$ cat config.mk
export PLATFORM = sky130hd
export DESIGN_NAME = dmem_read_port_flat
export DESIGN_NICKNAME = d
export VERILOG_FILES = /design/src/logic/lsu_pkg.sv /design/src/logic/axi_rd_if.sv /design/src/logic/dmem_read_port.sv /design/src/flat_wrapper.sv
export SDC_FILE = /design/constraint.sdc
export NUM_CORES = 1
export LEC_CHECK = 0
export CORE_ASPECT_RATIO = 2
export CORE_MARGIN = 3
export CORE_UTILIZATION = 50
export DETAILED_ROUTE_END_ITERATION = 12
export DONT_BUFFER_PORTS = 1
export PLACE_DENSITY = 0.61
export SETUP_SLACK_MARGIN = 0.2
export SLEW_MARGIN = 20
export SYNTH_ARGS = -nofsm -noshare
export SYNTH_HDL_FRONTEND = slang
export SYNTH_SLANG_ARGS = --single-unit
export TNS_END_PERCENT = 10
$ cat constraint.sdc
create_clock -name clock -period 1.9 [get_ports clock]
set_input_delay 0.285 -clock clock [delete_from_list [all_inputs] [get_ports clock]]
set_output_delay 0.285 -clock clock [all_outputs]
set_load 0.05 [all_outputs]
$ cat src/logic/lsu_pkg.sv
`default_nettype none

package lsu_pkg;

    typedef logic [31:0] addr_t;
    typedef logic [31:0] word_t;
    typedef logic [3:0]  strb_t;
    typedef logic [1:0]  resp_t;
    typedef logic [2:0]  mem_op_t;

    localparam resp_t RESP_OKAY   = 2'b00;
    localparam resp_t RESP_SLVERR = 2'b10;

    // funct3 of loads and stores
    localparam mem_op_t OP_B  = 3'b000;
    localparam mem_op_t OP_H  = 3'b001;
    localparam mem_op_t OP_W  = 3'b010;
    localparam mem_op_t OP_BU = 3'b100;
    localparam mem_op_t OP_HU = 3'b101;

endpackage

`default_nettype wire
$ cat src/logic/axi_rd_if.sv
`timescale 1ns/100ps
`default_nettype none

interface axi_rd_if;
    import lsu_pkg::*;

    logic  arvalid;
    logic  arready;
    addr_t araddr;

    logic  rvalid;
    logic  rready;
    word_t rdata;
    resp_t rresp;

    modport manager (
        output arvalid, araddr, rready,
        input  arready, rvalid, rdata, rresp
    );

    modport subordinate (
        input  arvalid, araddr, rready,
        output arready, rvalid, rdata, rresp
    );

endinterface

`default_nettype wire

$ cat src/logic/dmem_read_port.sv
`timescale 1ns/100ps
`default_nettype none

module dmem_read_port #(
    parameter int MEM_WORDS = 256,
    localparam int IDX_W = $clog2(MEM_WORDS)
) (
    input  wire logic           clock,
    input  wire logic           reset,
    output      logic [IDX_W-1:0] bank_rindex,
    input  wire lsu_pkg::word_t bank_rdata,
    axi_rd_if.subordinate       rd
);
    import lsu_pkg::*;

    logic pend;         // bank read in progress
    logic in_range;
    logic in_range_q;
    logic ar_fire;

    assign ar_fire     = rd.arvalid && rd.arready;
    assign rd.arready  = !pend && !rd.rvalid;
    assign in_range    = (rd.araddr[31:2] < MEM_WORDS);
    assign bank_rindex = rd.araddr[IDX_W+1:2];

    always_ff @(posedge clock) begin
        if (reset) begin
            pend     <= 1'b0;
            rd.rvalid <= 1'b0;
        end else if (ar_fire) begin
            pend <= 1'b1;
        end else if (pend) begin
            pend      <= 1'b0;
            rd.rvalid <= 1'b1;
        end else if (rd.rvalid && rd.rready) begin
            rd.rvalid <= 1'b0;
        end
    end

    always_ff @(posedge clock) begin
        if (ar_fire) begin
            in_range_q <= in_range;
        end
        if (pend) begin
            rd.rdata <= in_range_q ? bank_rdata : '0;
            rd.rresp <= in_range_q ? RESP_OKAY : RESP_SLVERR;
        end
    end

endmodule

`default_nettype wire

$ cat src/flat_wrapper.sv
// flat-port wrapper written by rule: the top's interface ports become plain ports
module dmem_read_port_flat import lsu_pkg::*;
#(
    parameter int MEM_WORDS = 256,
    localparam int IDX_W = $clog2(MEM_WORDS)
)
  (clock, reset, bank_rindex, bank_rdata, rd_arvalid, rd_araddr, rd_rready, rd_arready, rd_rvalid, rd_rdata, rd_rresp);
  axi_rd_if rd_i ();
  input  wire logic clock;
  input  wire logic reset;
  output      logic [IDX_W-1:0] bank_rindex;
  input  wire lsu_pkg::word_t bank_rdata;
  input wire logic [$bits(rd_i.arvalid)-1:0] rd_arvalid;
  input wire logic [$bits(rd_i.araddr)-1:0] rd_araddr;
  input wire logic [$bits(rd_i.rready)-1:0] rd_rready;
  output wire logic [$bits(rd_i.arready)-1:0] rd_arready;
  output wire logic [$bits(rd_i.rvalid)-1:0] rd_rvalid;
  output wire logic [$bits(rd_i.rdata)-1:0] rd_rdata;
  output wire logic [$bits(rd_i.rresp)-1:0] rd_rresp;
  assign rd_i.arvalid = rd_arvalid;
  assign rd_i.araddr = rd_araddr;
  assign rd_i.rready = rd_rready;
  assign rd_arready = rd_i.arready;
  assign rd_rvalid = rd_i.rvalid;
  assign rd_rdata = rd_i.rdata;
  assign rd_rresp = rd_i.rresp;
  dmem_read_port #(.MEM_WORDS(MEM_WORDS)) u_core (.clock(clock), .reset(reset), .bank_rindex(bank_rindex), .bank_rdata(bank_rdata), .rd(rd_i));
endmodule
# Yosys cells after proc, flatten, opt, wreduce, memory -nomap -nowiden
# Index checks and enable logic that the tools add are counted.
# W data, S select, Z words.
[totals]
ff_bits = 37
output_inout_bits = 44
[op_classes]
order_cmp = 1
muxes = 4
bitwise = 1
n_reduce_logical = 7
[ops]
columns = ["op", "count"]
rows = [
  ["$lt A30 B9 Y1 const B", 1],
  ["$logic_and A1 B1 Y1", 3],
  ["$mux W1", 3],
  ["$logic_not A1 Y1", 2],
  ["$mux W2", 1],
  ["$reduce_and A2 Y1", 1],
  ["$reduce_bool A2 Y1", 1],
  ["$not A1 Y1", 1],
]

# Longest topological paths before layout
[depth]
ltp_word = 5
ltp_mapped = 3
depth_no_buf = 3

# Worst setup path after synthesis
# No wires, ideal clock.
[synth_timing]
path_kind = "reg2reg"
start = "register u_core.pend"
end = "register u_core.in_range_q (enable)"
setup_ns = 0.246
t_arrival_ns = 1.826
path_slack_ns = -0.172
stages_incl_launch_ff = 3
path_buffers = 0
period_less_slack_ns = 2.072
path_cell_list = "dfxtp_1 -> nor2_1 -> and2_1"
[synth_via]
elab_chain_len = 3
[synth_rtl]
columns = ["element", "line", "text"]
rows = [
  ["from (decl)", "dmem_read_port.sv:16", "logic pend;"],
  ["from (signal assigned)", "dmem_read_port.sv:28", "pend <= 1'b0;"],
  ["from (signal assigned)", "dmem_read_port.sv:31", "pend <= 1'b1;"],
  ["from (signal assigned)", "dmem_read_port.sv:33", "pend <= 1'b0;"],
  ["$logic_not A1 Y1", "dmem_read_port.sv:22", "assign rd.arready = !pend && !rd.rvalid;"],
  ["$logic_and A1 B1 Y1", "dmem_read_port.sv:22", ""],
  ["net rd_arready", "flat_wrapper.sv:16", "output wire logic [$bits(rd_i.arready)-1:0] rd_arready;"],
  ["$logic_and A1 B1 Y1", "dmem_read_port.sv:21", "assign ar_fire = rd.arvalid && rd.arready;"],
  ["net u_core.ar_fire", "dmem_read_port.sv:19", "logic ar_fire;"],
  ["to (signal assigned)", "dmem_read_port.sv:42", "in_range_q <= in_range;"],
  ["to (decl)", "dmem_read_port.sv:18", "logic in_range_q;"],
]
# The timed path passes the listed nets, and every way through them passes these cells.
# A chain may end at the register's enable or synchronous reset.

# Final worst setup path
[layout_timing]
start = "register u_core.rd.rvalid"
end = "output port rd_arready"
[layout_via]
elab_chain_len = 2
[layout_rtl]
columns = ["element", "line", "text"]
rows = [
  ["from (decl)", "axi_rd_if.sv:23", "output arready, rvalid, rdata, rresp"],
  ["from (signal assigned)", "dmem_read_port.sv:29", "rd.rvalid <= 1'b0;"],
  ["from (signal assigned)", "dmem_read_port.sv:34", "rd.rvalid <= 1'b1;"],
  ["from (signal assigned)", "dmem_read_port.sv:36", "rd.rvalid <= 1'b0;"],
  ["$logic_not A1 Y1", "dmem_read_port.sv:22", ""],
  ["$logic_and A1 B1 Y1", "dmem_read_port.sv:22", ""],
  ["to (decl)", "flat_wrapper.sv:16", ""],
]
# No other way between the ends.

==> metrics.cfg <==
[yosys]
yosysSeqAreaShare = 0.741
syn_nets = 163
yosysTopAreaCell = edfxtp_1
synth_edf_count = 34
synth.area.top_cells = edfxtp_1 71%, and2_1 14%, buf_4 4.7%
yosys_warnings = 0
synth_common_cells = 34 x edfxtp_1, 33 x and2_1, 9 x buf_4
syn_area_um2 = 1430
async_reset_ff_frac = 0
synth.top_cell.area_share = 0.713
yosysMostFrequentCell = edfxtp_1
ys.flop_type = edfxtp_1
ys_types = 14
avgSynthCellArea_um2 = 15.1
syn_inst = 95
synth-seq-cells = 36

[pwr]
p_int_mw = 1.19
power.share.clock = 0.304
p_sw_uw = 420
peakVddDrop_mv = 0.614
seq_power_share = 0.650
cellLeakagePower_nw = 0.509
comb_power_share = 0.046
switching_share = 0.260
powerDensity_nw_per_um2 = 1080

[placed_design]
io_buffers = 0
pre_cts_ws_ps = 623
placed_area_um2 = 1410
place_congestion = 0.747
dp_hpwl_mm = 1.88

[setup_path]
critPathMaxFanout = 3
cp.required_ps = 1620
crit_start = u_core.rd.rvalid
crit_path_top_delay_cell = dfxtp_1
worstSetupPathType = reg -> out
worstPathCellList = buf_4 -> nor2_2 -> buf_4
crit_arrival_ps = 1100
critPathLaunchType = flip-flop
end_kind = output port
cp_common_cell = buf_4
max_stage_delay_ps = 300
r2r_start = u_core.in_range_q

[layout]
fin_area_um2 = 1490
area_growth_pct = 4.20
fin_nets = 161
drive_gt1_frac = 0.140
post-route-util = 0.566
n_antenna_cell = 0

[run]
drv_cap = 0

[clocking]
clk_latency_ps = 280
clockBufferDepth = 2
ctsResizeCount = 0
h-tree-depth = 2
numCtsBuffers = 5
postCtsSetupBuffers = 0
root_buffer = clkbuf_8
cts.clk_slew.worst_paths_ps = 60
cts_hold_buf = 0
tritoncts = yes
cts.sinks = 36

[floorplanning]
die_area_um2 = 3580
start_util = 0.543
ioPinCount = 112
die_h_um = 81.7
rows = 26
die_x_um = 43.8
coreArea_um2 = 2640

[sta]
period_share = 0.728
skew_ps = 1.85
whs_ps = 57.1
timing.fmax_ghz = 0.723
period_needed_ps = 1380
slew_violations = 0
worst_pin_slew_ps = 752
finalSetupTns_ps = 0
hold_viol = 0
setup_viol = 0
slew_headroom = 0.498
rsz0062_at_grt = false
finalWorstSetupSlack_ps = 516

[detailed_routing]
vias_per_cell = 5.86
drt-total-wl_mm = 2.56
wl_per_cell_um = 21.2
drtPass1Iterations = 3
via_count = 709
ant_nets = 0
drt_first_iter_violations = 7
drc_errors = 0

[global_routing]
grt_util_all_layers = 0.149
grt_first_pass_wirelength_mm = 3.61
grt_max_degree = 34
grt.overflow.total = 0
grt_pass1_vias = 718
antenna_found_initial = 0

[outcome]
status = finished clean

[worst_hold_path]
hp-start = reset
min-delay-path-class = in -> reg

[cell usage in the layout (no fill, tap or decap), drive strengths merged]
cell type and count:
or4 1, a21oi 1, inv 2, dfxtp 2, nor2b 1, conb 1, clkinv 1, and2 33
buf 3, nand4 1, edfxtp 34, clkbuf 6, nor2 2, nor4 5
[per-layer routing]
layer | routed length [µm] | global-route usage | share of wire
met1 | 697 | 0.131 | 0.27
met2 | 1320 | 0.222 | 0.52
met3 | 476 | 0.105 | 0.19
met4 | 67 | 0.118 | 0.026
met5 | 0 | 0 | 0
[sequential cells by signal, summed over array words and instances, names as in the netlist]
signal             cells
u_core.rd.rresp        1
u_core.pend            1
u_core.rd.rdata       32
u_core.rd.rvalid       1
u_core.in_range_q      1
[cells by family after synthesis]
| group | Yosys count | synth area share |
|---|---|---|
| and+or+nand+nor | 43 | 0.192 |
| buffers and inverters | 14 | 0.0603 |
| AOI/OAI and AO/OA | 1 | 0.00349 |
| DFF | 36 | 0.741 |
| other | 1 | 0.00262 |
[worst max-delay path: cells and delay by family, from the launching register on]
family | cells | cell delay, ps
and+or+nand+nor | 1 | 130
DFF | 1 | 300
buffers and inverters | 2 | 390
[per-stage QoR]
stage / power (mW) / std cells
2_1_floorplan: 1.16 / 95
3_3_place_gp: 1.13 / 114
3_5_place_dp: 1.14 / 114
4_1_cts: 1.64 / 121
5_1_grt: 1.68 / 121
6_report: 1.61 / 121
[final timing paths]
path	endpoint	slack (ps)	depth (start not counted)
max	rd_arready	520	3
min	u_core.pend	60	1
max reg2reg	u_core.rd.rdata[7]	640	1
min reg2reg	u_core.rd.rvalid	490	2
[final cells by class]
class / count / area [µm²]
fill: 204 / 1140
tap: 28 / 35.0
inverter: 2 / 7.51
clock buffer: 6 / 72.6
timing repair buffer: 3 / 22.5
multi-input combinational: 45 / 287
clock inverter: 1 / 5.00
sequential: 36 / 1060
[power groups by stage]
stage	logic (mW)	registers, mW	clock network, mW
after floorplan	0.0947	1.07	0
after global placement	0.0709	1.06	0
final	0.0738	1.05	0.491
after global routing	0.0816	1.05	0.547
after detailed placement	0.0751	1.07	0
after CTS	0.0751	1.05	0.511
Power figures use the tool's default switching activity.
