[src/logic/lsu_pkg.sv]
`default_nettype none

package lsu_pkg;

    typedef logic [31:0] addr_t;
    typedef logic [31:0] word_t;
    typedef logic [3:0]  strb_t;
    typedef logic [1:0]  resp_t;
    typedef logic [2:0]  mem_op_t;

    localparam resp_t RESP_OKAY   = 2'b00;
    localparam resp_t RESP_SLVERR = 2'b10;

    // funct3 of loads and stores
    localparam mem_op_t OP_B  = 3'b000;
    localparam mem_op_t OP_H  = 3'b001;
    localparam mem_op_t OP_W  = 3'b010;
    localparam mem_op_t OP_BU = 3'b100;
    localparam mem_op_t OP_HU = 3'b101;

endpackage

`default_nettype wire
[src/logic/bank_wr_if.sv]
`timescale 1ns/100ps
`default_nettype none

interface bank_wr_if #(
    parameter int IDX_W = 8
);
    import lsu_pkg::*;

    logic             we;     // single-cycle pulse
    logic [IDX_W-1:0] windex;
    word_t            wdata;
    strb_t            wstrb;

    modport source (output we, windex, wdata, wstrb);
    modport sink   (input  we, windex, wdata, wstrb);

endinterface

`default_nettype wire

[src/logic/axi_wr_if.sv]
`timescale 1ns/100ps
`default_nettype none

interface axi_wr_if;
    import lsu_pkg::*;

    // write address
    logic  awvalid;
    logic  awready;
    addr_t awaddr;

    // write data
    logic  wvalid;
    logic  wready;
    word_t wdata;
    strb_t wstrb;

    // write response
    logic  bvalid;
    logic  bready;
    resp_t bresp;

    modport manager (
        output awvalid, awaddr,
        output wvalid, wdata, wstrb,
        output bready,
        input  awready, wready, bvalid, bresp
    );

    modport subordinate (
        input  awvalid, awaddr,
        input  wvalid, wdata, wstrb,
        input  bready,
        output awready, wready, bvalid, bresp
    );

endinterface

`default_nettype wire

[src/logic/dmem_write_port.sv]
`timescale 1ns/100ps
`default_nettype none

module dmem_write_port #(
    parameter int MEM_WORDS = 256
) (
    input  wire logic     clock,
    input  wire logic     reset,
    axi_wr_if.subordinate wr,
    bank_wr_if.source     bank
);
    import lsu_pkg::*;

    localparam int IDX_W = $clog2(MEM_WORDS);

    typedef enum logic [1:0] {
        WP_IDLE,
        WP_DATA,    // address held until the W beat
        WP_RESP
    } wp_state_t;

    wp_state_t        state;
    logic [IDX_W-1:0] index_q;
    logic             in_range_q;
    logic             aw_fire;
    logic             w_fire;
    logic             b_fire;

    assign wr.awready = (state == WP_IDLE);
    assign wr.wready  = (state == WP_DATA);
    assign wr.bvalid  = (state == WP_RESP);
    assign wr.bresp   = in_range_q ? RESP_OKAY : RESP_SLVERR;

    assign aw_fire = wr.awvalid && wr.awready;
    assign w_fire  = wr.wvalid && wr.wready;
    assign b_fire  = wr.bvalid && wr.bready;

    always_ff @(posedge clock) begin
        if (reset) begin
            state <= WP_IDLE;
        end else begin
            case (state)
                WP_IDLE: if (aw_fire) state <= WP_DATA;
                WP_DATA: if (w_fire)  state <= WP_RESP;
                WP_RESP: if (b_fire)  state <= WP_IDLE;
                default: state <= WP_IDLE;
            endcase
        end
    end

    always_ff @(posedge clock) begin
        if (aw_fire) begin
            index_q    <= wr.awaddr[IDX_W+1:2];
            in_range_q <= (wr.awaddr[31:2] < MEM_WORDS);
        end
    end

    // out-of-range writes never reach the bank
    assign bank.we     = w_fire && in_range_q;
    assign bank.windex = index_q;
    assign bank.wdata  = wr.wdata;
    assign bank.wstrb  = wr.wstrb;

endmodule

`default_nettype wire

[src/flat_wrapper.sv]
// flat-port wrapper written by rule: the top's interface ports become plain ports
module dmem_write_port_flat import lsu_pkg::*;
#(
    parameter int MEM_WORDS = 256
)
  (clock, reset, wr_awvalid, wr_awaddr, wr_wvalid, wr_wdata, wr_wstrb, wr_bready, wr_awready, wr_wready, wr_bvalid, wr_bresp, bank_we, bank_windex, bank_wdata, bank_wstrb);
  axi_wr_if wr_i ();
  bank_wr_if bank_i ();
  input  wire logic clock;
  input  wire logic reset;
  input wire logic [$bits(wr_i.awvalid)-1:0] wr_awvalid;
  input wire logic [$bits(wr_i.awaddr)-1:0] wr_awaddr;
  input wire logic [$bits(wr_i.wvalid)-1:0] wr_wvalid;
  input wire logic [$bits(wr_i.wdata)-1:0] wr_wdata;
  input wire logic [$bits(wr_i.wstrb)-1:0] wr_wstrb;
  input wire logic [$bits(wr_i.bready)-1:0] wr_bready;
  output wire logic [$bits(wr_i.awready)-1:0] wr_awready;
  output wire logic [$bits(wr_i.wready)-1:0] wr_wready;
  output wire logic [$bits(wr_i.bvalid)-1:0] wr_bvalid;
  output wire logic [$bits(wr_i.bresp)-1:0] wr_bresp;
  output wire logic [$bits(bank_i.we)-1:0] bank_we;
  output wire logic [$bits(bank_i.windex)-1:0] bank_windex;
  output wire logic [$bits(bank_i.wdata)-1:0] bank_wdata;
  output wire logic [$bits(bank_i.wstrb)-1:0] bank_wstrb;
  assign wr_i.awvalid = wr_awvalid;
  assign wr_i.awaddr = wr_awaddr;
  assign wr_i.wvalid = wr_wvalid;
  assign wr_i.wdata = wr_wdata;
  assign wr_i.wstrb = wr_wstrb;
  assign wr_i.bready = wr_bready;
  assign wr_awready = wr_i.awready;
  assign wr_wready = wr_i.wready;
  assign wr_bvalid = wr_i.bvalid;
  assign wr_bresp = wr_i.bresp;
  assign bank_we = bank_i.we;
  assign bank_windex = bank_i.windex;
  assign bank_wdata = bank_i.wdata;
  assign bank_wstrb = bank_i.wstrb;
  dmem_write_port #(.MEM_WORDS(MEM_WORDS)) u_core (.clock(clock), .reset(reset), .wr(wr_i), .bank(bank_i));
endmodule
[config.mk]
export PLATFORM = sky130hd
export DESIGN_NAME = dmem_write_port_flat
export DESIGN_NICKNAME = d
export VERILOG_FILES = /design/src/logic/lsu_pkg.sv /design/src/logic/bank_wr_if.sv /design/src/logic/axi_wr_if.sv /design/src/logic/dmem_write_port.sv /design/src/flat_wrapper.sv
export SDC_FILE = /design/constraint.sdc
export NUM_CORES = 1
export LEC_CHECK = 0
export ABC_CLOCK_PERIOD_IN_PS = 1400
export BUFFER_PORTS_ARGS = -buffer_cell sky130_fd_sc_hd__clkbuf_2
export CORE_MARGIN = 8
export CORE_UTILIZATION = 28
export CTS_BUF_LIST = sky130_fd_sc_hd__clkbuf_8
export DETAILED_ROUTE_END_ITERATION = 10
export GPL_TIMING_DRIVEN = 0
export PLACE_DENSITY = 0.83
export SLEW_MARGIN = 20
export SYNTH_ARGS = -nofsm -noshare
export SYNTH_HDL_FRONTEND = slang
export SYNTH_SLANG_ARGS = --single-unit
[constraint.sdc]
create_clock -name clock -period 1.4 [get_ports clock]
set_input_delay 0.14 -clock clock [delete_from_list [all_inputs] [get_ports clock]]
set_output_delay 0.14 -clock clock [all_outputs]
set_load 0.1 [all_outputs]
* Word level (Yosys, flattened, before mapping)
Index checks and enable logic that the tools add are counted.
** Operators by class
- Order comparisons :: 1
- Eq/ne operators :: 5
- Multiplexer cells :: 5
- Reductions and logical operators :: 6
** Operators with widths (count)
- $lt 30x9->1 const B :: 1
- $mux 2 :: 4
- $ne 2x2->1 const B :: 3
- $pmux 2 s3 :: 1
- $logic_and 1x1->1 :: 4
- $reduce_and 3->1 :: 1
- $eq 2x1->1 const B :: 1
- $eq 2x2->1 const B :: 1
- $logic_not 2->1 :: 1
** Storage, ports and cells
- Bits in registers :: 11
- Input port bits :: 73
- Output and inout port bits :: 50
- Logic and storage cells :: 20

* Longest topological paths before layout
Gate-level depths: netlist (run 1).
- Depth in word-level cells :: 4
- Depth in mapped cells :: 3
- Depth with buffers taken out :: 3

* Least setup slack after synthesis (run 1)
No wires, ideal clock.
- Kind :: register to output
- Start :: register u_core.state[0]
- End :: output port bank_we
- Arrival :: 2740 ps
- Slack :: -1480 ps
- Stages on the path, launching flop included :: 3
- Cell sequence :: dfxtp_1 -> nor2b_1 -> and3_1
** On the way
- Word-level cells in the longest chain between the ends :: 3
** Ends and longest elaborated chain
- start, declared :: line dmem_write_port.sv:22 : wp_state_t state;
- start signal, assigned :: line dmem_write_port.sv:40 : state <= WP_IDLE;
- start signal, assigned :: line dmem_write_port.sv:43 : WP_IDLE: if (aw_fire) state <= WP_DATA;
- start signal, assigned :: line dmem_write_port.sv:44 : WP_DATA: if (w_fire) state <= WP_RESP;
- $eq 2x1->1 :: line dmem_write_port.sv:30 : assign wr.wready = (state == WP_DATA);
- net wr_wready :: line flat_wrapper.sv:18 : output wire logic [$bits(wr_i.wready)-1:0] wr_wready;
- $logic_and 1x1->1 :: line dmem_write_port.sv:35 : assign w_fire = wr.wvalid && wr.wready;
- $logic_and 1x1->1 :: line dmem_write_port.sv:59 : assign bank.we = w_fire && in_range_q;
- end, declared :: line flat_wrapper.sv:21 : output wire logic [$bits(bank_i.we)-1:0] bank_we;
The timed path passes the listed nets, and every way through them passes these cells.

* Final worst setup path (run 1)
- Start :: register u_core.state[1]
- End :: output port wr_bvalid
** On the way
- Word-level cells in the longest chain between the ends :: 1
** Ends and longest elaborated chain
- $eq 2x2->1 :: line dmem_write_port.sv:31 : assign wr.bvalid = (state == WP_RESP);
- end, declared :: line flat_wrapper.sv:19 : output wire logic [$bits(wr_i.bvalid)-1:0] wr_bvalid;
No other way between the ends.

==> summary.md, run 1 <==
| Metric | Value |
|---|---|
| CTS tree | built |
| Combinational fraction of design power | 54.7% |
| Max clock buf depth | 2 |
| Post-synthesis cell area | 713.2 um2 |
| Largest stage delay on the critical path | 0.46 ns |
| Startpoint Class | flop |
| Die Span X | 66.47 um |
| CP cell instances | nor2b_4 > clkbuf_2 |
| Xor-xnor portion of the synthesized cell area | 0% |
| Largest net degree at the start of global routing | 10 |
| Sequential fraction of the synthesis area | 43.51% |
| Highest clock rate | 0.7401 GHz |
| Clock Pin Slew Worst Setup and Hold Paths | 0.04 ns |
| # rows | 18 |
| Sw Share | 51.15% |
| Worst skew pair latency | 0.23 ns |
| Fin crit period | 1.351 ns |
| Layout Nets | 229 |
| N_diodes | 0 |
| DR vias | 752 |
| # setup viols final | 0 |
| Crit path max fanout | 4 |
| Status | finished, final reports clean |
| Worst EP arrival | 1.21 ns |
| Finished Cell Area | 1259 um2 |
| Root Driver | clkbuf_8 |
| Clock sinks | 11 |
| Mapped Nets | 141 |
| I/O pin count | 123 |
| Mux cell area share after synthesis | 1.404% |
| Vias in the first global route | 858 |
| Final count of hold timing violations | 0 |
| Initial Util | 29.05% |
| Die height | 66.47 um |
| Core area | 2455 um2 |
| Critical Path RT | 1.26 ns |
| Seq pwr share | 26.0% |
| Layout cells sized above 1 | 85.16% |
| Num CTS Buffers | 3 |
| Cell count after synthesis | 68 |
| Critical Path Sink Type | output pin |
| Worst path bufs/invs | 1 |
| Complex-gate fraction of the synthesized area | 1.053% |
| Syn. warnings | 0 |
| I/O Buffers | 83 |
| Worst vdd ir | 0.0007196 V |
| Leak | 0.7106 nW |
| Layout Skew | 0.001207 ns |
| Area grow syn2layout | 76.49% |
| Commonest cells after routing, fill and taps aside | 81 x clkbuf_2, 37 x buf_4, 9 x edfxtp_1 |
| RSZ-0062 raised after global routing | no |
| FF+latch count, synth | 11 |
| Drt first pass iters | 4 |
| Rel. slew slack | 63.11% |
| Main combinational cell family by area after synthesis | buffers and inverters |
| DP Area | 1201 um2 |
| Critical path class | reg -> out |
| Synth Area in Adders | 0% |
| Antenna violations before repair | 0 |
| RePlAce Congestion | 0.7673 |
| Drt initial violations | 20 |
| DRT antenna net count | 0 |
| Detailed Place HPWL | 2510 um |
| Crit path max-delay family | buffers and inverters |
| Clk pwr share | 19.3% |
| Residual DRC | 0 |
| All-Layer GR Usage | 9.959% |
| Post-Synth Simple-Gate Area | 12.98% |
| Per-cell routed wire length | 13.96 um |
| Worst slew pin tran | 0.5557 ns |
| Slowest-stage cell, CP | clkbuf_2 |
| Cells after DPL | 181 |
| Power Dens Cells | 1194 nW/um2 |
| DRT Wirelength | 2583 um |
| # Post-CTS Setup Buffers | 0 |
| Internal power | 0.0007341 W |
| Period Utilization, post-route | 96.52% |
| Net Switching | 0.0007687 W |
| Final std cells w/o fill | 185 |
| Worst min-delay path class | in -> reg |
| Distinct cells, synth | 16 |
| First-pass GRT wire length | 3512 um |
| Setup TNS after final layout | 0 ns |
| Count of final max-slew check failures | 0 |
| # H-tree levels | 1 |
| Post-CTS sizing | 3 |
| Grt ovf | 0 |
| Die area | 4418 um2 |
| Number of max-cap violations | 0 |
| Commonest non-fill, non-tap cell in the layout | clkbuf_2 |
| Hold-fix buffers, CTS | 0 |
| Avg Cell Area, Syn | 10.49 um2 |
| Vias/cell | 4.065 |
## worst paths after layout
kind	startpoint	to	slack [ns]	depth (start not counted)
min reg2reg	u_core.state[1]$_SDFFE_PP0P_	u_core.state[0]$_SDFFE_PP0P_	0.47	1
min	reset	u_core.state[1]$_SDFFE_PP0P_	0.08	2
max	u_core.state[1]$_SDFFE_PP0P_	wr_bvalid	0.05	2
max reg2reg	u_core.state[1]$_SDFFE_PP0P_	u_core.bank.windex[2]$_DFFE_PP_	0.43	2
## layer usage
metal	share of wire (%)	global-route usage, %
met5	0	0
met4	0	2.400
met3	23	9.564
met2	50	17.49
met1	28	7.632
## per-stage QoR
stage	power (W)	utilization [%]	setup slack (ns)	hold WS, ns
final	0.001503	51.27	0.04877	0.08316
after global placement	0.001215	48.93	0.07301	0.3167
after CTS	0.001518	51.22	0.01936	0.08101
after floorplan	0.001095	-	-0.1812	0.2027
after global routing	0.001554	51.27	0.009496	0.07389
after detailed placement	0.001221	48.93	0.06040	0.3195
## flip-flops by register name, indices dropped and copies added (netlist names)
register            flops
u_core.in_range_q       1
u_core.state            2
u_core.bank.windex      8
## power groups by stage
stage	Combinational, W	Sequential [W]	Clock, W
6_report	0.000822	0.000391	0.000290
5_1_grt	0.000846	0.000392	0.000315
2_1_floorplan	0.000591	0.000504	0
4_1_cts	0.000828	0.000391	0.000300
3_5_place_dp	0.000824	0.000397	0
3_3_place_gp	0.000820	0.000395	0
## synthesized netlist by cell type
cell / n / area [um2]
mux2i_1: 1 / 10.01
nor3_1: 1 / 5.000
nor4_1: 4 / 25.02
or4_4: 1 / 11.26
nor2b_1: 2 / 12.51
a22oi_1: 1 / 7.510
inv_1: 3 / 11.26
and2_1: 1 / 6.260
nor4_2: 1 / 12.51
nand4_1: 1 / 6.260
buf_4: 37 / 277.8
dfxtp_1: 2 / 40.04
edfxtp_1: 9 / 270.3
and3_1: 1 / 6.260
conb_1: 1 / 3.750
nor2_1: 2 / 7.510
## logic make-up after synthesis
family | count (synthesis)
buffers and inverters | 40
AO/OA/AOI/OAI | 1
multiplexers | 1
AND/OR/NAND/NOR | 14
other | 1
flip-flops | 11
## cell type report
class	count	area, um2
well taps	30	37.54
clock buffers	3	41.29
fillers	228	1196
multi-input cells	17	143.9
inverters	3	11.26
clock inverters	1	3.754
flip-flops and latches	11	315.3
repair buffers	83	427.9
plain buffers	37	277.8
(Power assumes the default switching activity.)
==> inputs of run 2 (changes only) <==
--- a/config.mk
+++ b/config.mk
@@ -13,6 +13,7 @@
 export DETAILED_ROUTE_END_ITERATION = 10
 export GPL_TIMING_DRIVEN = 0
 export PLACE_DENSITY = 0.83
+export RECOVER_POWER = 25
 export SLEW_MARGIN = 20
 export SYNTH_ARGS = -nofsm -noshare
 export SYNTH_HDL_FRONTEND = slang
==> summary.md, run 2 (same netlist as run 1, synthesis figures left out) <==
| Metric | Value |
|---|---|
| Worst hold path cell count | 2 (unchanged) |
| Worst-case reg-to-reg path depth | 2 (unchanged) |
| All-Layer GR Usage | 9.959% (unchanged) |
| Layout cells sized above 1 | 85.16% (unchanged) |
| RePlAce Congestion | 0.7673 (unchanged) |
| CTS tree | built (unchanged) |
| Die area | 4418 um2 (unchanged) |
| Finished Cell Area | 1259 um2 (unchanged) |
| Reg2reg setup slack | 0.43 ns (about the same) |
| Power Dens Cells | 1193 nW/um2 (was 1194 nW/um2) |
| Crit path max fanout | 4 (unchanged) |
| I/O Buffers | 83 (unchanged) |
| Commonest cells after routing, fill and taps aside | 81 x clkbuf_2, 28 x buf_4, 10 x clkbuf_4 (was 81 x clkbuf_2, 37 x buf_4, 9 x edfxtp_1) |
| Area grow syn2layout | 76.49% (unchanged) |
| Number of max-cap violations | 0 (unchanged) |
| Critical Path Sink Type | output pin (unchanged) |
| Rel. slew slack | 63.11% (about the same) |
| Grt ovf | 0 (unchanged) |
| Max reg flops | 8 (unchanged) |
| Worst vdd ir | 0.0007192 V (was 0.0007196 V) |
| Sw Share | 51.20% (was 51.15%) |
| Critical Path RT | 1.26 ns (about the same) |
| N_diodes | 0 (unchanged) |
| Setup TNS after final layout | 0 ns (unchanged) |
| Critical path class | reg -> out (unchanged) |
| Startpoint Class | flop (unchanged) |
| Post-CTS sizing | 3 (unchanged) |
| Internal power | 0.0007327 W (was 0.0007341 W) |
| DR vias | 752 (unchanged) |
| # setup viols final | 0 (unchanged) |
| DRT Wirelength | 2583 um (unchanged) |
| Core area | 2455 um2 (unchanged) |
| Num CTS Buffers | 3 (unchanged) |
| Residual DRC | 0 (unchanged) |
| DRT antenna net count | 0 (unchanged) |
| Drt first pass iters | 4 (unchanged) |
| Antenna violations before repair | 0 (unchanged) |
| Layout Skew | 0.001207 ns (unchanged) |
| Combinational fraction of design power | 54.7% (about the same) |
| Layout Nets | 229 (unchanged) |
| Net Switching | 0.0007687 W (about the same) |
| Hold-fix buffers, CTS | 0 (unchanged) |
| Max clock buf depth | 2 (unchanged) |
| Worst skew pair latency | 0.23 ns (about the same) |
| Die Span X | 66.47 um (unchanged) |
| I/O pin count | 123 (unchanged) |
| Worst slew pin tran | 0.5557 ns (about the same) |
| Die height | 66.47 um (unchanged) |
| Fin crit period | 1.351 ns (unchanged) |
| RSZ-0062 raised after global routing | no (unchanged) |
| Worst min-delay path class | in -> reg (unchanged) |
| DP Area | 1201 um2 (unchanged) |
| Root Driver | clkbuf_8 (unchanged) |
| Vias/cell | 4.065 (unchanged) |
| Largest net degree at the start of global routing | 10 (unchanged) |
| Leak | 0.7088 nW (was 0.7106 nW) |
| Status | finished, final reports clean (unchanged) |
| Count of final max-slew check failures | 0 (unchanged) |
| # rows | 18 (unchanged) |
| Clock sinks | 11 (unchanged) |
| Detailed Place HPWL | 2510 um (unchanged) |
| Clock Pin Slew Worst Setup and Hold Paths | 0.04 ns (about the same) |
| Initial Util | 29.05% (unchanged) |
| # H-tree levels | 1 (unchanged) |
| Worst EP arrival | 1.21 ns (about the same) |
| Clk pwr share | 19.3% (about the same) |
| Period Utilization, post-route | 96.52% (unchanged) |
| Vias in the first global route | 858 (unchanged) |
| First-pass GRT wire length | 3512 um (unchanged) |
| Total power | 0.001501 W (was 0.001503 W) |
| Per-cell routed wire length | 13.96 um (unchanged) |
| Commonest non-fill, non-tap cell in the layout | clkbuf_2 (unchanged) |
| Final count of hold timing violations | 0 (unchanged) |
| Seq pwr share | 26.0% (about the same) |
| Hold Slack | 0.08316 ns (unchanged) |
| Drt initial violations | 19 (was 20) |
| Highest clock rate | 0.7401 GHz (unchanged) |
| # Post-CTS Setup Buffers | 0 (unchanged) |
-- run 2: cell count changes in the layout (fill, tap and decap cells not counted), sizes merged --
| cell | before | now |
|---|---|---|
| buf | 38 | 29 |
| clkbuf | 85 | 94 |
-- run 2: layer usage --
metal / track usage [%] / vias to the layer above / part of all wire, %
met5: 0 / - / 0
met4: 2.400 / 0 / 0
met3: 9.564 / 0 / 23
met2: 17.49 / 77 / 50
met1: 7.632 / 309 / 28
li1: - / 366 / -
-- run 2: worst max-delay path, cell delays in order (launching register included) --
cell      delay, ns
dfxtp_4        0.38
nor2b_4        0.15
clkbuf_2       0.46
-- run 2: power by group through the flow --
stage | logic, W | clock network, W | registers (W)
after detailed placement | 0.000824 | 0 | 0.000397
after global routing | 0.000845 | 0.000315 | 0.000392
final | 0.000821 | 0.000290 | 0.000391
after global placement | 0.000820 | 0 | 0.000395
after floorplan | 0.000591 | 0 | 0.000504
after CTS | 0.000828 | 0.000300 | 0.000391
-- run 2: area by class of cell --
cell class	count	area [um2]
plain buffers	37	277.8
clock buffers	3	41.29
clock inverters	1	3.754
fillers	228	1196
inverters	3	11.26
multi-input cells	17	143.9
flip-flops and latches	11	315.3
well taps	30	37.54
repair buffers	83	427.9
-- run 2: worst paths after layout --
| check | startpoint | endpoint |
|---|---|---|
| worst max-delay path | u_core.state[1]$_SDFFE_PP0P_ | wr_bvalid |
| worst min-delay path | reset | u_core.state[1]$_SDFFE_PP0P_ |
| worst max register to register | u_core.state[1]$_SDFFE_PP0P_ | u_core.bank.windex[2]$_DFFE_PP_ |
| worst min register to register | u_core.state[1]$_SDFFE_PP0P_ | u_core.state[0]$_SDFFE_PP0P_ |
-- run 2: stage by stage --
stage | setup WS (ns) | std cells | utilization, %
floorplan | -0.1812 | 68 | -
global placement | 0.07301 | 181 | 48.93
detailed placement | 0.06040 | 181 | 48.93
CTS | 0.01936 | 185 | 51.22
global route | 0.009496 | 185 | 51.27
finish | 0.04877 | 185 | 51.27
