$ cat config.mk
export PLATFORM = sky130hd
export DESIGN_NAME = lsu_flat
export DESIGN_NICKNAME = d
export VERILOG_FILES = /design/src/logic/lsu_pkg.sv /design/src/logic/axi_wr_if.sv /design/src/logic/axi_rd_if.sv /design/src/logic/lsu.sv /design/src/flat_wrapper.sv
export SDC_FILE = /design/constraint.sdc
export NUM_CORES = 1
export LEC_CHECK = 0
export BUFFER_PORTS_ARGS = -buffer_cell sky130_fd_sc_hd__buf_2
export CORE_UTILIZATION = 51
export DETAILED_ROUTE_END_ITERATION = 10
export GPL_ROUTABILITY_DRIVEN = 1
export GPL_TIMING_DRIVEN = 0
export PLACE_DENSITY = 0.93
export SYNTH_ARGS = -nofsm -noshare
export SYNTH_HDL_FRONTEND = slang
export SYNTH_SLANG_ARGS = --single-unit
$ cat constraint.sdc
create_clock -name clock -period 7.25 [get_ports clock]
set_clock_uncertainty 0.2 [all_clocks]
set_input_delay 0.3625 -clock clock [delete_from_list [all_inputs] [get_ports clock]]
set_output_delay 0.3625 -clock clock [all_outputs]
set_load 0.05 [all_outputs]
$ cat src/logic/lsu_pkg.sv
`default_nettype none

package lsu_pkg;

    typedef logic [31:0] addr_t;
    typedef logic [31:0] word_t;
    typedef logic [3:0]  strb_t;
    typedef logic [1:0]  resp_t;
    typedef logic [2:0]  mem_op_t;

    localparam resp_t RESP_OKAY   = 2'b00;
    localparam resp_t RESP_SLVERR = 2'b10;

    // funct3 of loads and stores
    localparam mem_op_t OP_B  = 3'b000;
    localparam mem_op_t OP_H  = 3'b001;
    localparam mem_op_t OP_W  = 3'b010;
    localparam mem_op_t OP_BU = 3'b100;
    localparam mem_op_t OP_HU = 3'b101;

endpackage

`default_nettype wire
$ cat src/logic/axi_wr_if.sv
`timescale 1ns/100ps
`default_nettype none

interface axi_wr_if;
    import lsu_pkg::*;

    // write address
    logic  awvalid;
    logic  awready;
    addr_t awaddr;

    // write data
    logic  wvalid;
    logic  wready;
    word_t wdata;
    strb_t wstrb;

    // write response
    logic  bvalid;
    logic  bready;
    resp_t bresp;

    modport manager (
        output awvalid, awaddr,
        output wvalid, wdata, wstrb,
        output bready,
        input  awready, wready, bvalid, bresp
    );

    modport subordinate (
        input  awvalid, awaddr,
        input  wvalid, wdata, wstrb,
        input  bready,
        output awready, wready, bvalid, bresp
    );

endinterface

`default_nettype wire

$ cat src/logic/axi_rd_if.sv
`timescale 1ns/100ps
`default_nettype none

interface axi_rd_if;
    import lsu_pkg::*;

    logic  arvalid;
    logic  arready;
    addr_t araddr;

    logic  rvalid;
    logic  rready;
    word_t rdata;
    resp_t rresp;

    modport manager (
        output arvalid, araddr, rready,
        input  arready, rvalid, rdata, rresp
    );

    modport subordinate (
        input  arvalid, araddr, rready,
        output arready, rvalid, rdata, rresp
    );

endinterface

`default_nettype wire

$ cat src/logic/lsu.sv
`timescale 1ns/100ps
`default_nettype none

module lsu (
    input  wire logic            clock,
    input  wire logic            reset,

    input  wire logic            req_valid,
    output      logic            req_ready,
    input  wire logic            req_load,
    input  wire logic            req_store,
    input  wire lsu_pkg::mem_op_t req_op,
    input  wire lsu_pkg::addr_t  req_addr,
    input  wire lsu_pkg::word_t  req_wdata,

    output      logic            rsp_valid,
    input  wire logic            rsp_ready,
    output      lsu_pkg::word_t  rsp_data,
    output      logic            rsp_err,

    axi_rd_if.manager            rd,
    axi_wr_if.manager            wr
);
    import lsu_pkg::*;

    typedef enum logic [2:0] {
        ST_IDLE,
        ST_WAIT_AR,
        ST_WAIT_R,
        ST_WAIT_AW,
        ST_WAIT_W,
        ST_WAIT_B,
        ST_RESULT
    } state_t;

    state_t  state;

    // latched request
    addr_t   addr_q;
    mem_op_t op_q;
    logic [1:0] off_q;
    word_t   wdata_q;
    strb_t   strb_q;

    // result buffer
    word_t   rdata_q;
    logic    err_q;

    logic    req_fire;
    logic    ar_fire;
    logic    r_fire;
    logic    aw_fire;
    logic    w_fire;
    logic    b_fire;
    logic    rsp_fire;

    logic [1:0] req_off;
    strb_t   req_strb;

    assign req_ready = (state == ST_IDLE) || (state == ST_RESULT && rsp_ready);
    assign rsp_valid = (state == ST_RESULT);

    assign req_fire = req_valid && req_ready;
    assign rsp_fire = rsp_valid && rsp_ready;
    assign ar_fire  = rd.arvalid && rd.arready;
    assign r_fire   = rd.rvalid && rd.rready;
    assign aw_fire  = wr.awvalid && wr.awready;
    assign w_fire   = wr.wvalid && wr.wready;
    assign b_fire   = wr.bvalid && wr.bready;

    // halfwords see bit 1 only and words no offset
    always_comb begin
        case (req_op)
            OP_B, OP_BU: req_off = req_addr[1:0];
            OP_H, OP_HU: req_off = {req_addr[1], 1'b0};
            default:     req_off = 2'b00;
        endcase
    end

    always_comb begin
        case (req_op)
            OP_B:    req_strb = 4'b0001 << req_addr[1:0];
            OP_H:    req_strb = 4'b0011 << {req_addr[1], 1'b0};
            OP_W:    req_strb = 4'b1111;
            default: req_strb = 4'b0000;
        endcase
    end

    always_ff @(posedge clock) begin
        if (reset) begin
            state <= ST_IDLE;
        end else begin
            case (state)
                ST_IDLE, ST_RESULT: begin
                    if (req_fire && req_load) begin
                        state <= ST_WAIT_AR;
                    end else if (req_fire && req_store) begin
                        state <= ST_WAIT_AW;
                    end else if (state == ST_RESULT && rsp_fire) begin
                        state <= ST_IDLE;   // also drops an empty request
                    end
                end
                ST_WAIT_AR: if (ar_fire) state <= ST_WAIT_R;
                ST_WAIT_R:  if (r_fire)  state <= ST_RESULT;
                ST_WAIT_AW: if (aw_fire) state <= ST_WAIT_W;
                ST_WAIT_W:  if (w_fire)  state <= ST_WAIT_B;
                ST_WAIT_B:  if (b_fire)  state <= ST_RESULT;
                default:    state <= ST_IDLE;
            endcase
        end
    end

    always_ff @(posedge clock) begin
        if (req_fire) begin
            addr_q  <= req_addr;
            op_q    <= req_op;
            off_q   <= req_off;
            wdata_q <= req_wdata << {req_off, 3'b000};
            strb_q  <= req_strb;
        end
    end

    always_ff @(posedge clock) begin
        if (r_fire) begin
            rdata_q <= rd.rdata >> {off_q, 3'b000};
            err_q   <= (rd.rresp != RESP_OKAY);
        end else if (b_fire) begin
            rdata_q <= '0;  // stores return zero
            err_q   <= (wr.bresp != RESP_OKAY);
        end
    end

    always_comb begin
        case (op_q)
            OP_B:    rsp_data = {{24{rdata_q[7]}}, rdata_q[7:0]};
            OP_H:    rsp_data = {{16{rdata_q[15]}}, rdata_q[15:0]};
            OP_W:    rsp_data = rdata_q;
            OP_BU:   rsp_data = {24'b0, rdata_q[7:0]};
            OP_HU:   rsp_data = {16'b0, rdata_q[15:0]};
            default: rsp_data = '0;
        endcase
    end

    assign rsp_err = err_q;

    assign rd.arvalid = (state == ST_WAIT_AR);
    assign rd.araddr  = addr_q;
    assign rd.rready  = (state == ST_WAIT_R);

    assign wr.awvalid = (state == ST_WAIT_AW);
    assign wr.awaddr  = addr_q;
    assign wr.wvalid  = (state == ST_WAIT_W);   // only after AW
    assign wr.wdata   = wdata_q;
    assign wr.wstrb   = strb_q;
    assign wr.bready  = (state == ST_WAIT_B);

endmodule

`default_nettype wire

$ cat src/flat_wrapper.sv
// flat-port wrapper written by rule: the top's interface ports become plain ports
module lsu_flat import lsu_pkg::*;
  (clock, reset, req_valid, req_ready, req_load, req_store, req_op, req_addr, req_wdata, rsp_valid, rsp_ready, rsp_data, rsp_err, rd_arvalid, rd_araddr, rd_rready, rd_arready, rd_rvalid, rd_rdata, rd_rresp, wr_awvalid, wr_awaddr, wr_wvalid, wr_wdata, wr_wstrb, wr_bready, wr_awready, wr_wready, wr_bvalid, wr_bresp);
  axi_rd_if rd_i ();
  axi_wr_if wr_i ();
  input  wire logic clock;
  input  wire logic reset;
  input  wire logic req_valid;
  output      logic req_ready;
  input  wire logic req_load;
  input  wire logic req_store;
  input  wire lsu_pkg::mem_op_t req_op;
  input  wire lsu_pkg::addr_t req_addr;
  input  wire lsu_pkg::word_t req_wdata;
  output      logic rsp_valid;
  input  wire logic rsp_ready;
  output      lsu_pkg::word_t rsp_data;
  output      logic rsp_err;
  output wire logic [$bits(rd_i.arvalid)-1:0] rd_arvalid;
  output wire logic [$bits(rd_i.araddr)-1:0] rd_araddr;
  output wire logic [$bits(rd_i.rready)-1:0] rd_rready;
  input wire logic [$bits(rd_i.arready)-1:0] rd_arready;
  input wire logic [$bits(rd_i.rvalid)-1:0] rd_rvalid;
  input wire logic [$bits(rd_i.rdata)-1:0] rd_rdata;
  input wire logic [$bits(rd_i.rresp)-1:0] rd_rresp;
  output wire logic [$bits(wr_i.awvalid)-1:0] wr_awvalid;
  output wire logic [$bits(wr_i.awaddr)-1:0] wr_awaddr;
  output wire logic [$bits(wr_i.wvalid)-1:0] wr_wvalid;
  output wire logic [$bits(wr_i.wdata)-1:0] wr_wdata;
  output wire logic [$bits(wr_i.wstrb)-1:0] wr_wstrb;
  output wire logic [$bits(wr_i.bready)-1:0] wr_bready;
  input wire logic [$bits(wr_i.awready)-1:0] wr_awready;
  input wire logic [$bits(wr_i.wready)-1:0] wr_wready;
  input wire logic [$bits(wr_i.bvalid)-1:0] wr_bvalid;
  input wire logic [$bits(wr_i.bresp)-1:0] wr_bresp;
  assign rd_arvalid = rd_i.arvalid;
  assign rd_araddr = rd_i.araddr;
  assign rd_rready = rd_i.rready;
  assign rd_i.arready = rd_arready;
  assign rd_i.rvalid = rd_rvalid;
  assign rd_i.rdata = rd_rdata;
  assign rd_i.rresp = rd_rresp;
  assign wr_awvalid = wr_i.awvalid;
  assign wr_awaddr = wr_i.awaddr;
  assign wr_wvalid = wr_i.wvalid;
  assign wr_wdata = wr_i.wdata;
  assign wr_wstrb = wr_i.wstrb;
  assign wr_bready = wr_i.bready;
  assign wr_i.awready = wr_awready;
  assign wr_i.wready = wr_wready;
  assign wr_i.bvalid = wr_bvalid;
  assign wr_i.bresp = wr_bresp;
  lsu u_core (.clock(clock), .reset(reset), .req_valid(req_valid), .req_ready(req_ready), .req_load(req_load), .req_store(req_store), .req_op(req_op), .req_addr(req_addr), .req_wdata(req_wdata), .rsp_valid(rsp_valid), .rsp_ready(rsp_ready), .rsp_data(rsp_data), .rsp_err(rsp_err), .rd(rd_i), .wr(wr_i));
endmodule
Word level (Yosys, flattened, before mapping)
Cells that the tools add are included.
Widths: inputs -> output; s select.
{ "classes": {"n_eq_ne": 20, "n_shift": 4, "muxes": 16, "reduce_logical": 21} }
{ "op_table": {"columns": ["cell", "n"], "rows": [
  ["$pmux 32 s5", 1],
  ["$mux 32", 2],
  ["$shl 32x5->32", 1],
  ["$shr 32x5->32", 1],
  ["$mux 3", 8],
  ["$eq 3x3->1 const B", 7],
  ["$pmux 3 s6", 1],
  ["$eq 3x2->1 const B", 4],
  ["$pmux 4 s3", 1],
  ["$logic_and 1x1->1", 10],
  ["$ne 2x2->1 const B", 5],
  ["$eq 3x1->1 const B", 3],
  ["$logic_not 3->1", 3],
  ["$reduce_and 6->1", 1],
  ["$reduce_bool 2->1", 3],
  ["$reduce_or 2->1", 3],
  ["$ne 4x1->1 const B", 1],
  ["$pmux 2 s2", 1],
  ["$shl 1x2->4 const A", 1],
  ["$shl 2x2->4 const A", 1],
  ["$mux 1", 2],
  ["$logic_or 1x1->1", 1]
]} }
{ "totals": {"regBits": 109, "input_bits": 114, "output_inout_bits": 140, "wordCells": 69} }

Longest topological paths before layout
Gate-level depths: netlist of run 1.
{ "logic_depth": {"ltp_word": 8, "mapped_depth": 6, "mapped_depth_nobuf": 4} }

Least setup slack after synthesis of run 1
No wires, ideal clock.
{ "synth_path": {"path_type": "register to register", "from": "reg u_core.state[2]", "to": "reg u_core.off_q[0] (enable)", "setup_ns": 0.439, "arrival_time_ns": 2.909, "t_required_ns": 6.611, "slack_ns": 3.702, "path_stages_with_launch": 5, "n_path_buf": 1, "synth_period_minus_slack_ns": 3.548, "cell_sequence": "dfxtp_1 > buf_6 > nand2_4 > a211oi_4 > and2_1"} }
{ "synth_between": {"elab_chain_len": 4, "elab_cells_between_ends": 5, "cone_classes": "eq/ne (1); reduce/logical (4)"} }
{ "synth_lines": {"columns": ["element", "line_no", "rtl"], "rows": [
  ["start, declared", "lsu.sv:36", "state_t state;"],
  ["start signal, assigned", "lsu.sv:91", "state <= ST_IDLE;"],
  ["start signal, assigned", "lsu.sv:96", "state <= ST_WAIT_AR;"],
  ["start signal, assigned", "lsu.sv:98", "state <= ST_WAIT_AW;"],
  ["$eq 3x3->1", "lsu.sv:60", "assign req_ready = (state == ST_IDLE) || (state == ST_RESULT && rsp_ready);"],
  ["$logic_and 1x1->1", "lsu.sv:60", null],
  ["$logic_or 1x1->1 *", "lsu.sv:60", null],
  ["named net req_ready", "flat_wrapper.sv:9", "output logic req_ready;"],
  ["$logic_and 1x1->1 *", "lsu.sv:63", "assign req_fire = req_valid && req_ready;"],
  ["end signal, assigned", "lsu.sv:117", "off_q <= req_off;"],
  ["end, declared", "lsu.sv:41", "logic [1:0] off_q;"]
]} }
The timed path passes the listed nets; every way through them passes the cells marked *.
A chain may end at the register's enable or synchronous reset.

Worst setup path in the final report of run 1
{ "layout_path": {"from": "reg u_core.op_q[1]", "to": "out rsp_data[16]"} }
{ "layout_between": {"elab_chain_len": 2, "elab_cells_between_ends": 6, "cone_classes": "eq/ne (4); mux (1); reduce/logical (1)"} }
{ "layout_lines": {"columns": ["element", "line_no", "rtl"], "rows": [
  ["start, declared", "lsu.sv:40", "mem_op_t op_q;"],
  ["start signal, assigned", "lsu.sv:116", "op_q <= req_op;"],
  ["$eq 3x3->1, or another cell as far along", "lsu.sv:134", "case (op_q)"],
  ["$pmux 32 s5 *", "lsu.sv:134", null],
  ["end, declared", "flat_wrapper.sv:17", "output lsu_pkg::word_t rsp_data;"]
]} }
Mark *: on every way between the ends. The rest lies on a longest branch, timed or not.

==> metrics.yaml, run 1 <==
status: "complete, no violations"
synthAdderAreaFrac_pct: 0
synth_top_area_share_pct: 57.5
synth.avg_cell_area_um2: 12.4
num_io_pins: 254
synth-edff-count: 106
area_delta_synth_final_pct: 34.7
cts.path.max_buffers: 2
synth-simple-area-share_pct: 12.9
final_hold_viol_count: 0
cp-end-kind: "output port"
synth_seq_cells: 109
most-common-layout-cells: "buf_2 (261), edfxtp_1 (106), mux2i_1 (51)"
vias: 4687
synth_ff_type: "edfxtp_1"
p_leak_nw: 3.25
port_buffers: 253
antenna_found_initial: 0
rows: 37
diodes: 0
synth_warnings: 0
fp.dieArea_mm2: 0.0113
path_cells: "buf_6 -> or3_1 -> buf_6 -> buf_6 -> a21oi_2 -> buf_2"
final_max_slew_viol_count: 0
period_share_pct: 36.0
cap_violations: 0
synth.area.top_cells: "edfxtp_1 (57%), mux2i_1 (9.2%), buf_4 (4.7%), a21oi_2 (2.5%), buf_6 (2.4%)"
cts_made_buffers: 9
mappedNetlistNets: 559
ctsResizeCount: 0
drt_iter0_drc: 343
wl_um: 16200
ys_seq_area_share_pct: 58.5
die-width_um: 106
dp.cells: 834
synth_mux_area_share_pct: 9.22
startpoint_type: "flip-flop"
synthCells: 445
fmax_ghz: 0.383
place_area_mm2: 0.00698
rsz0062_at_grt: "no"
clkLatencyLatePin_ps: 370
slowest_stage: "edfxtp_1"
cts_num_sinks: 109
synth_top_cell_by_area: "edfxtp_1"
setup_viol: 0
critPathKind: "reg -> out"
max_stage_delay_ps: 420
fin_ws_ps: 4640
first_pass_iters: 5
r2r_slack_ps: 4940
power.clock.fraction_pct: 16.4
final_cell_area_mm2: 0.00746
r2r-start: "u_core.state[2]$_SDFFE_PP0P_"
pwr-share-comb_pct: 42.3
fin_crit_ps: 2610
synth_compound_area_share_pct: 10.6
critical_path.max_fanout: 10
dp_hpwl_um: 11400
post_cts_buffers: 0
swShare_pct: 43.3
tritoncts: "built"
path_clk_slew_ps: 100
first_global_vias: 4647
wire_per_inst_um: 18.4
n_fill_cell: 738
slew_headroom_pct: 37.7
r2r_cells: 4
tns_ps: 0
synth-xor-area-share_pct: 0
clockRootBuffer: "clkbuf_8"
htree_levels: 3
ys_types: 44
async_flop_share_pct: 0
fin_cells: 881
whs_ps: 35.6
layout_commonest_cell: "buf_2"
grt_use_total_pct: 28.5
p_seq_share_pct: 41.2
syn_area_mm2: 0.00554
hold_class: "in -> reg"
required_ps: 6690
pre_cts_ws_ps: 4970
grt-ovfl-total: 0
postRouteAntennaNets: 0
powerDensity_mw_per_mm2: 270
min_to: "u_core.op_q[0]$_DFFE_PN_"
final_nets: 855
grt_pass1_wl_um: 24000
drc_errors: 0
tightest_slew_ps: 934
crit_buf_inv: 4
whs_path_depth: 1
p_int_mw: 1.14
r2r-end: "u_core.rd.araddr[27]$_DFFE_PN_"
synth_top_family_by_area: "simple AND/OR/NAND/NOR gates"
core_mm2: 0.0104
grt_max_degree: 74
drive_above_1_share_pct: 47.4
viasPerCell: 5.32
gp_congestion: 0.898
critical_path_arrival_ps: 2050
crit_top_cell: "buf_6"
max-vdd-ir-drop_mv: 0.277
chipHeight_um: 106
initial_core_util_pct: 53.2
p_sw_mw: 0.874
hold_start: "req_op[0]"
cp_top_family: "buffers and inverters"
[per-stage QoR]
step	total power, mW	utilization, %
6_report	2.02	71.6
5_1_grt	2.08	71.6
4_1_cts	2.01	71.6
3_5_place_dp	1.68	67.0
3_3_place_gp	1.66	67.0
2_1_floorplan	1.48	-
[worst register-to-register path, stage by stage (launching register included)]
cell      delay [ps]
dfxtp_1          370
buf_6            160
nand2_4           70
a211oi_4         290
and2_4           790
[area by class of cell]
type	count	area, µm²	share of cell area [%]
Buffer	63	468	6.27
Clock buffer	9	124	1.66
Clock inverter	6	38.8	0.520
Inverter	4	15.0	0.201
Multi-Input combinational cell	269	1820	24.3
Sequential cell	109	3240	43.5
Tap cell	136	170	2.28
Timing Repair Buffer	285	1590	21.3
[state kept, by name, indices dropped and copies added, names as in the netlist]
| signal | count |
|---|---|
| u_core.rdata_q | 32 |
| u_core.off_q | 2 |
| u_core.wr.wstrb | 4 |
| u_core.rsp_err | 1 |
| u_core.rd.araddr | 32 |
| u_core.op_q | 3 |
| u_core.wr.wdata | 32 |
| u_core.state | 3 |
[worst max-delay path by stage]
stage,startpoint,endpoint,cells after the start
2_1_floorplan,u_core.state[2]$_SDFFE_PP0P_,u_core.off_q[0]$_DFFE_PN_,4
4_1_cts,u_core.op_q[1]$_DFFE_PN_,rsp_data[22],6
6_report,u_core.op_q[1]$_DFFE_PN_,rsp_data[16],6
3_5_place_dp,rsp_ready,u_core.rd.araddr[9]$_DFFE_PN_,4
5_1_grt,u_core.op_q[1]$_DFFE_PN_,rsp_data[19],6
3_3_place_gp,rsp_ready,u_core.rd.araddr[26]$_DFFE_PN_,4
[power groups by stage]
| stage | combinational, mW | sequential, mW | clock, mW |
|---|---|---|---|
| finish | 0.854 | 0.831 | 0.332 |
| global route | 0.890 | 0.838 | 0.354 |
| CTS | 0.849 | 0.828 | 0.334 |
| detailed placement | 0.834 | 0.842 | 0 |
| global placement | 0.818 | 0.842 | 0 |
| floorplan | 0.430 | 1.05 | 0 |
[what timing repair did]
item / 4_1_cts / 5_1_grt
hold buffers: 32 / 0
hold endpoints to repair: 33 / 0
setup endpoints to repair: 0 / 0
[synth_stat cells, drive strengths merged, types with 2 or more instances]
cell	count
clkbuf	6
inv	4
nor2b	22
nor3	7
mux2i	51
a21oi	36
a211oi	18
nor2	38
dfxtp	3
nand2b	3
buf	57
edfxtp	106
o21ai	19
and3	3
and2	19
nand2	35
o2bb2ai	2
or2	2
[kinds of logic (layout without fill, tap and decap cells)]
| family | Yosys count | in the layout |
|---|---|---|
| AO/OA/AOI/OAI | 85 | 85 |
| multiplexers | 51 | 51 |
| buffers and inverters | 67 | 367 |
| flip-flops | 109 | 109 |
| AND/OR/NAND/NOR | 133 | 133 |
[layer usage]
metal | track usage [%] | vias up | share of wire (%)
met1 | 33.2 | 2214 | 37
met3 | 6.19 | 54 | 7.5
met5 | 0 | - | 0
met2 | 49.8 | 258 | 52
li1 | - | 2161 | -
met4 | 13.6 | 0 | 4.2
(Power assumes the default switching activity.)
==> run 2, diff against run 1 <==
- CORE_UTILIZATION: 51 -> 43
- PLACE_DENSITY: 0.93 -> 0.84
- clock period: 7.25 -> 2.23 ns (I/O delays scaled with it)
==> run 2 against run 1 <==
Power grew to 3.6 times the previous value. First-iteration DRC count fell by 5.5%. Via count increased by 5.8%. Clock-buffer cell count is 1 higher. Cell count up 11%. Worst hold slack better by 9.4 ps. Wire length grew 2.5%. Register-to-register slack worse by 4800 ps. Sequential power rose to 3.2 times the previous value. Cell area rose by 13%. Critical path type unchanged. Largest cell class unchanged. Largest power group unchanged.
==> metrics.yaml, run 2 (synthesis gave the netlist of run 1 again) <==
required_ps: 1920
fin_ws_ps: 81.1
fin_cells: 981
layout_commonest_cell: "buf_2"
dp.cells: 870
max-vdd-ir-drop_mv: 0.532
postRouteAntennaNets: 0
min_to: "u_core.state[2]$_SDFFE_PP0P_"
die-width_um: 115
area_delta_synth_final_pct: 52.3
cts.path.max_buffers: 2
diodes: 0
slew_headroom_pct: 66.2
initial_core_util_pct: 44.1
r2r_slack_ps: 130
wl_um: 16600
first_global_vias: 4878
fp.dieArea_mm2: 0.0133
grt_pass1_wl_um: 24100
dp_hpwl_um: 10300
tightest_slew_ps: 507
status: "complete, no violations"
final_nets: 918
path_clk_slew_ps: 70
final_max_slew_viol_count: 0
critPathKind: "reg -> out"
path_cells: "mux2i_1 -> or3_1 -> buf_6 -> buf_12 -> a21oi_4 -> buf_8"
clkLatencyLatePin_ps: 340
cts_made_buffers: 9
drt_iter0_drc: 324
max_stage_delay_ps: 420
period_share_pct: 96.4
num_io_pins: 254
fin_crit_ps: 2150
critical_path.max_fanout: 10
r2r-end: "u_core.rdata_q[17]$_SDFFCE_PP0P_"
hold_start: "wr_awready"
p_leak_nw: 3.62
pre_cts_ws_ps: 24.7
first_pass_iters: 5
rows: 41
startpoint_type: "flip-flop"
tritoncts: "built"
r2r-start: "u_core.off_q[0]$_DFFE_PN_"
antenna_found_initial: 0
drc_errors: 0
whs_path_depth: 5
port_buffers: 253
cp-end-kind: "output port"
grt_use_total_pct: 24.1
slowest_stage: "edfxtp_1"
vias: 4960
core_mm2: 0.0126
hold_class: "in -> reg"
final_hold_viol_count: 0
grt_max_degree: 74
gp_congestion: 0.871
rsz0062_at_grt: "no"
r2r_cells: 5
most-common-layout-cells: "buf_2 (240), edfxtp_1 (106), dlygate4sd3_1 (91)"
grt-ovfl-total: 0
htree_levels: 3
chipHeight_um: 115
total_power_mw: 7.26
wire_per_inst_um: 17.0
drive_above_1_share_pct: 44.9
critical_path_arrival_ps: 1840
fmax_ghz: 0.465
cts_num_sinks: 109
clockRootBuffer: "clkbuf_16"
setup_viol: 0
viasPerCell: 5.06
n_fill_cell: 884
cap_violations: 0
powerDensity_mw_per_mm2: 860
[run 2: changes by cell type in the layout (fill, tap and decap cells not counted), sizes merged]
cell	previous run	this run
buf	310	311
inv	6	5
clkinvlp	1	0
dlygate4sd3	32	91
clkinv	3	4
bufinv	0	1
clkbuf	15	18
and2	19	20
[run 2: routing by layer]
| layer | wire [µm] | GRT usage [%] |
|---|---|---|
| met1 | 6280 | 27.2 |
| met2 | 8670 | 42.7 |
| met3 | 1060 | 5.39 |
| met4 | 616 | 12.8 |
| met5 | 0 | 0 |
[run 2: repair_timing]
item / CTS / global route
gates cloned: 0 / 2
resized for setup: 31 / 13
hold endpoints to repair: 96 / 0
pin swaps: 2 / 3
buffers inserted: 1 / 3
endpoints found under the setup margin: 61 / 102
hold buffers: 91 / 0
[run 2: final cells by class]
type | instances | area (µm²) | area share (%)
multi-input cells | 270 | 1880 | 22.2
clock inverters | 6 | 61.3 | 0.727
well taps | 172 | 215 | 2.55
inverters | 4 | 15.0 | 0.178
flip-flops and latches | 109 | 3240 | 38.5
plain buffers | 61 | 473 | 5.61
clock buffers | 10 | 229 | 2.71
repair buffers | 349 | 2320 | 27.5
[run 2: worst max-delay path, delay by kind of cell, from the launching register on]
family	cells	cell delay, ps
flip-flops	1	420
AO/OA/AOI/OAI	1	160
AND/OR/NAND/NOR	1	320
buffers and inverters	3	460
multiplexers	1	130
[run 2: how the worst max path moves through the flow]
stage                                 startpoint                                to  depth (start not counted)
detailed placement  u_core.state[1]$_SDFFE_PP0P_  u_core.wr.wdata[3]$_SDFFCE_PP0N_                          3
global placement    u_core.state[1]$_SDFFE_PP0P_    u_core.rd.araddr[12]$_DFFE_PN_                          3
finish                  u_core.op_q[0]$_DFFE_PN_                      rsp_data[29]                          6
floorplan           u_core.state[2]$_SDFFE_PP0P_         u_core.off_q[0]$_DFFE_PN_                          4
global route            u_core.op_q[0]$_DFFE_PN_                      rsp_data[29]                          6
CTS                     u_core.op_q[1]$_DFFE_PN_                      rsp_data[29]                          6
[run 2: per-stage QoR]
| stage | hold WS [ps] | cell area [µm²] | utilization, % | setup TNS, ps |
|---|---|---|---|---|
| 2_1_floorplan | -23.5 | 5560 | - | -10570 |
| 3_3_place_gp | 87.9 | 7040 | 56.0 | 0 |
| 3_5_place_dp | 89.6 | 7040 | 56.0 | 0 |
| 4_1_cts | 11.2 | 8370 | 66.6 | -18.3 |
| 5_1_grt | 74.5 | 8430 | 67.1 | 0 |
| 6_report | 45.0 | 8430 | 67.1 | 0 |
[run 2: where the power goes]
part / internal (mW) / switching (mW) / total [mW]
registers: 2.59 / 0.0969 / 2.68
logic: 0.878 / 2.10 / 2.98
clock network: 0.871 / 0.721 / 1.59
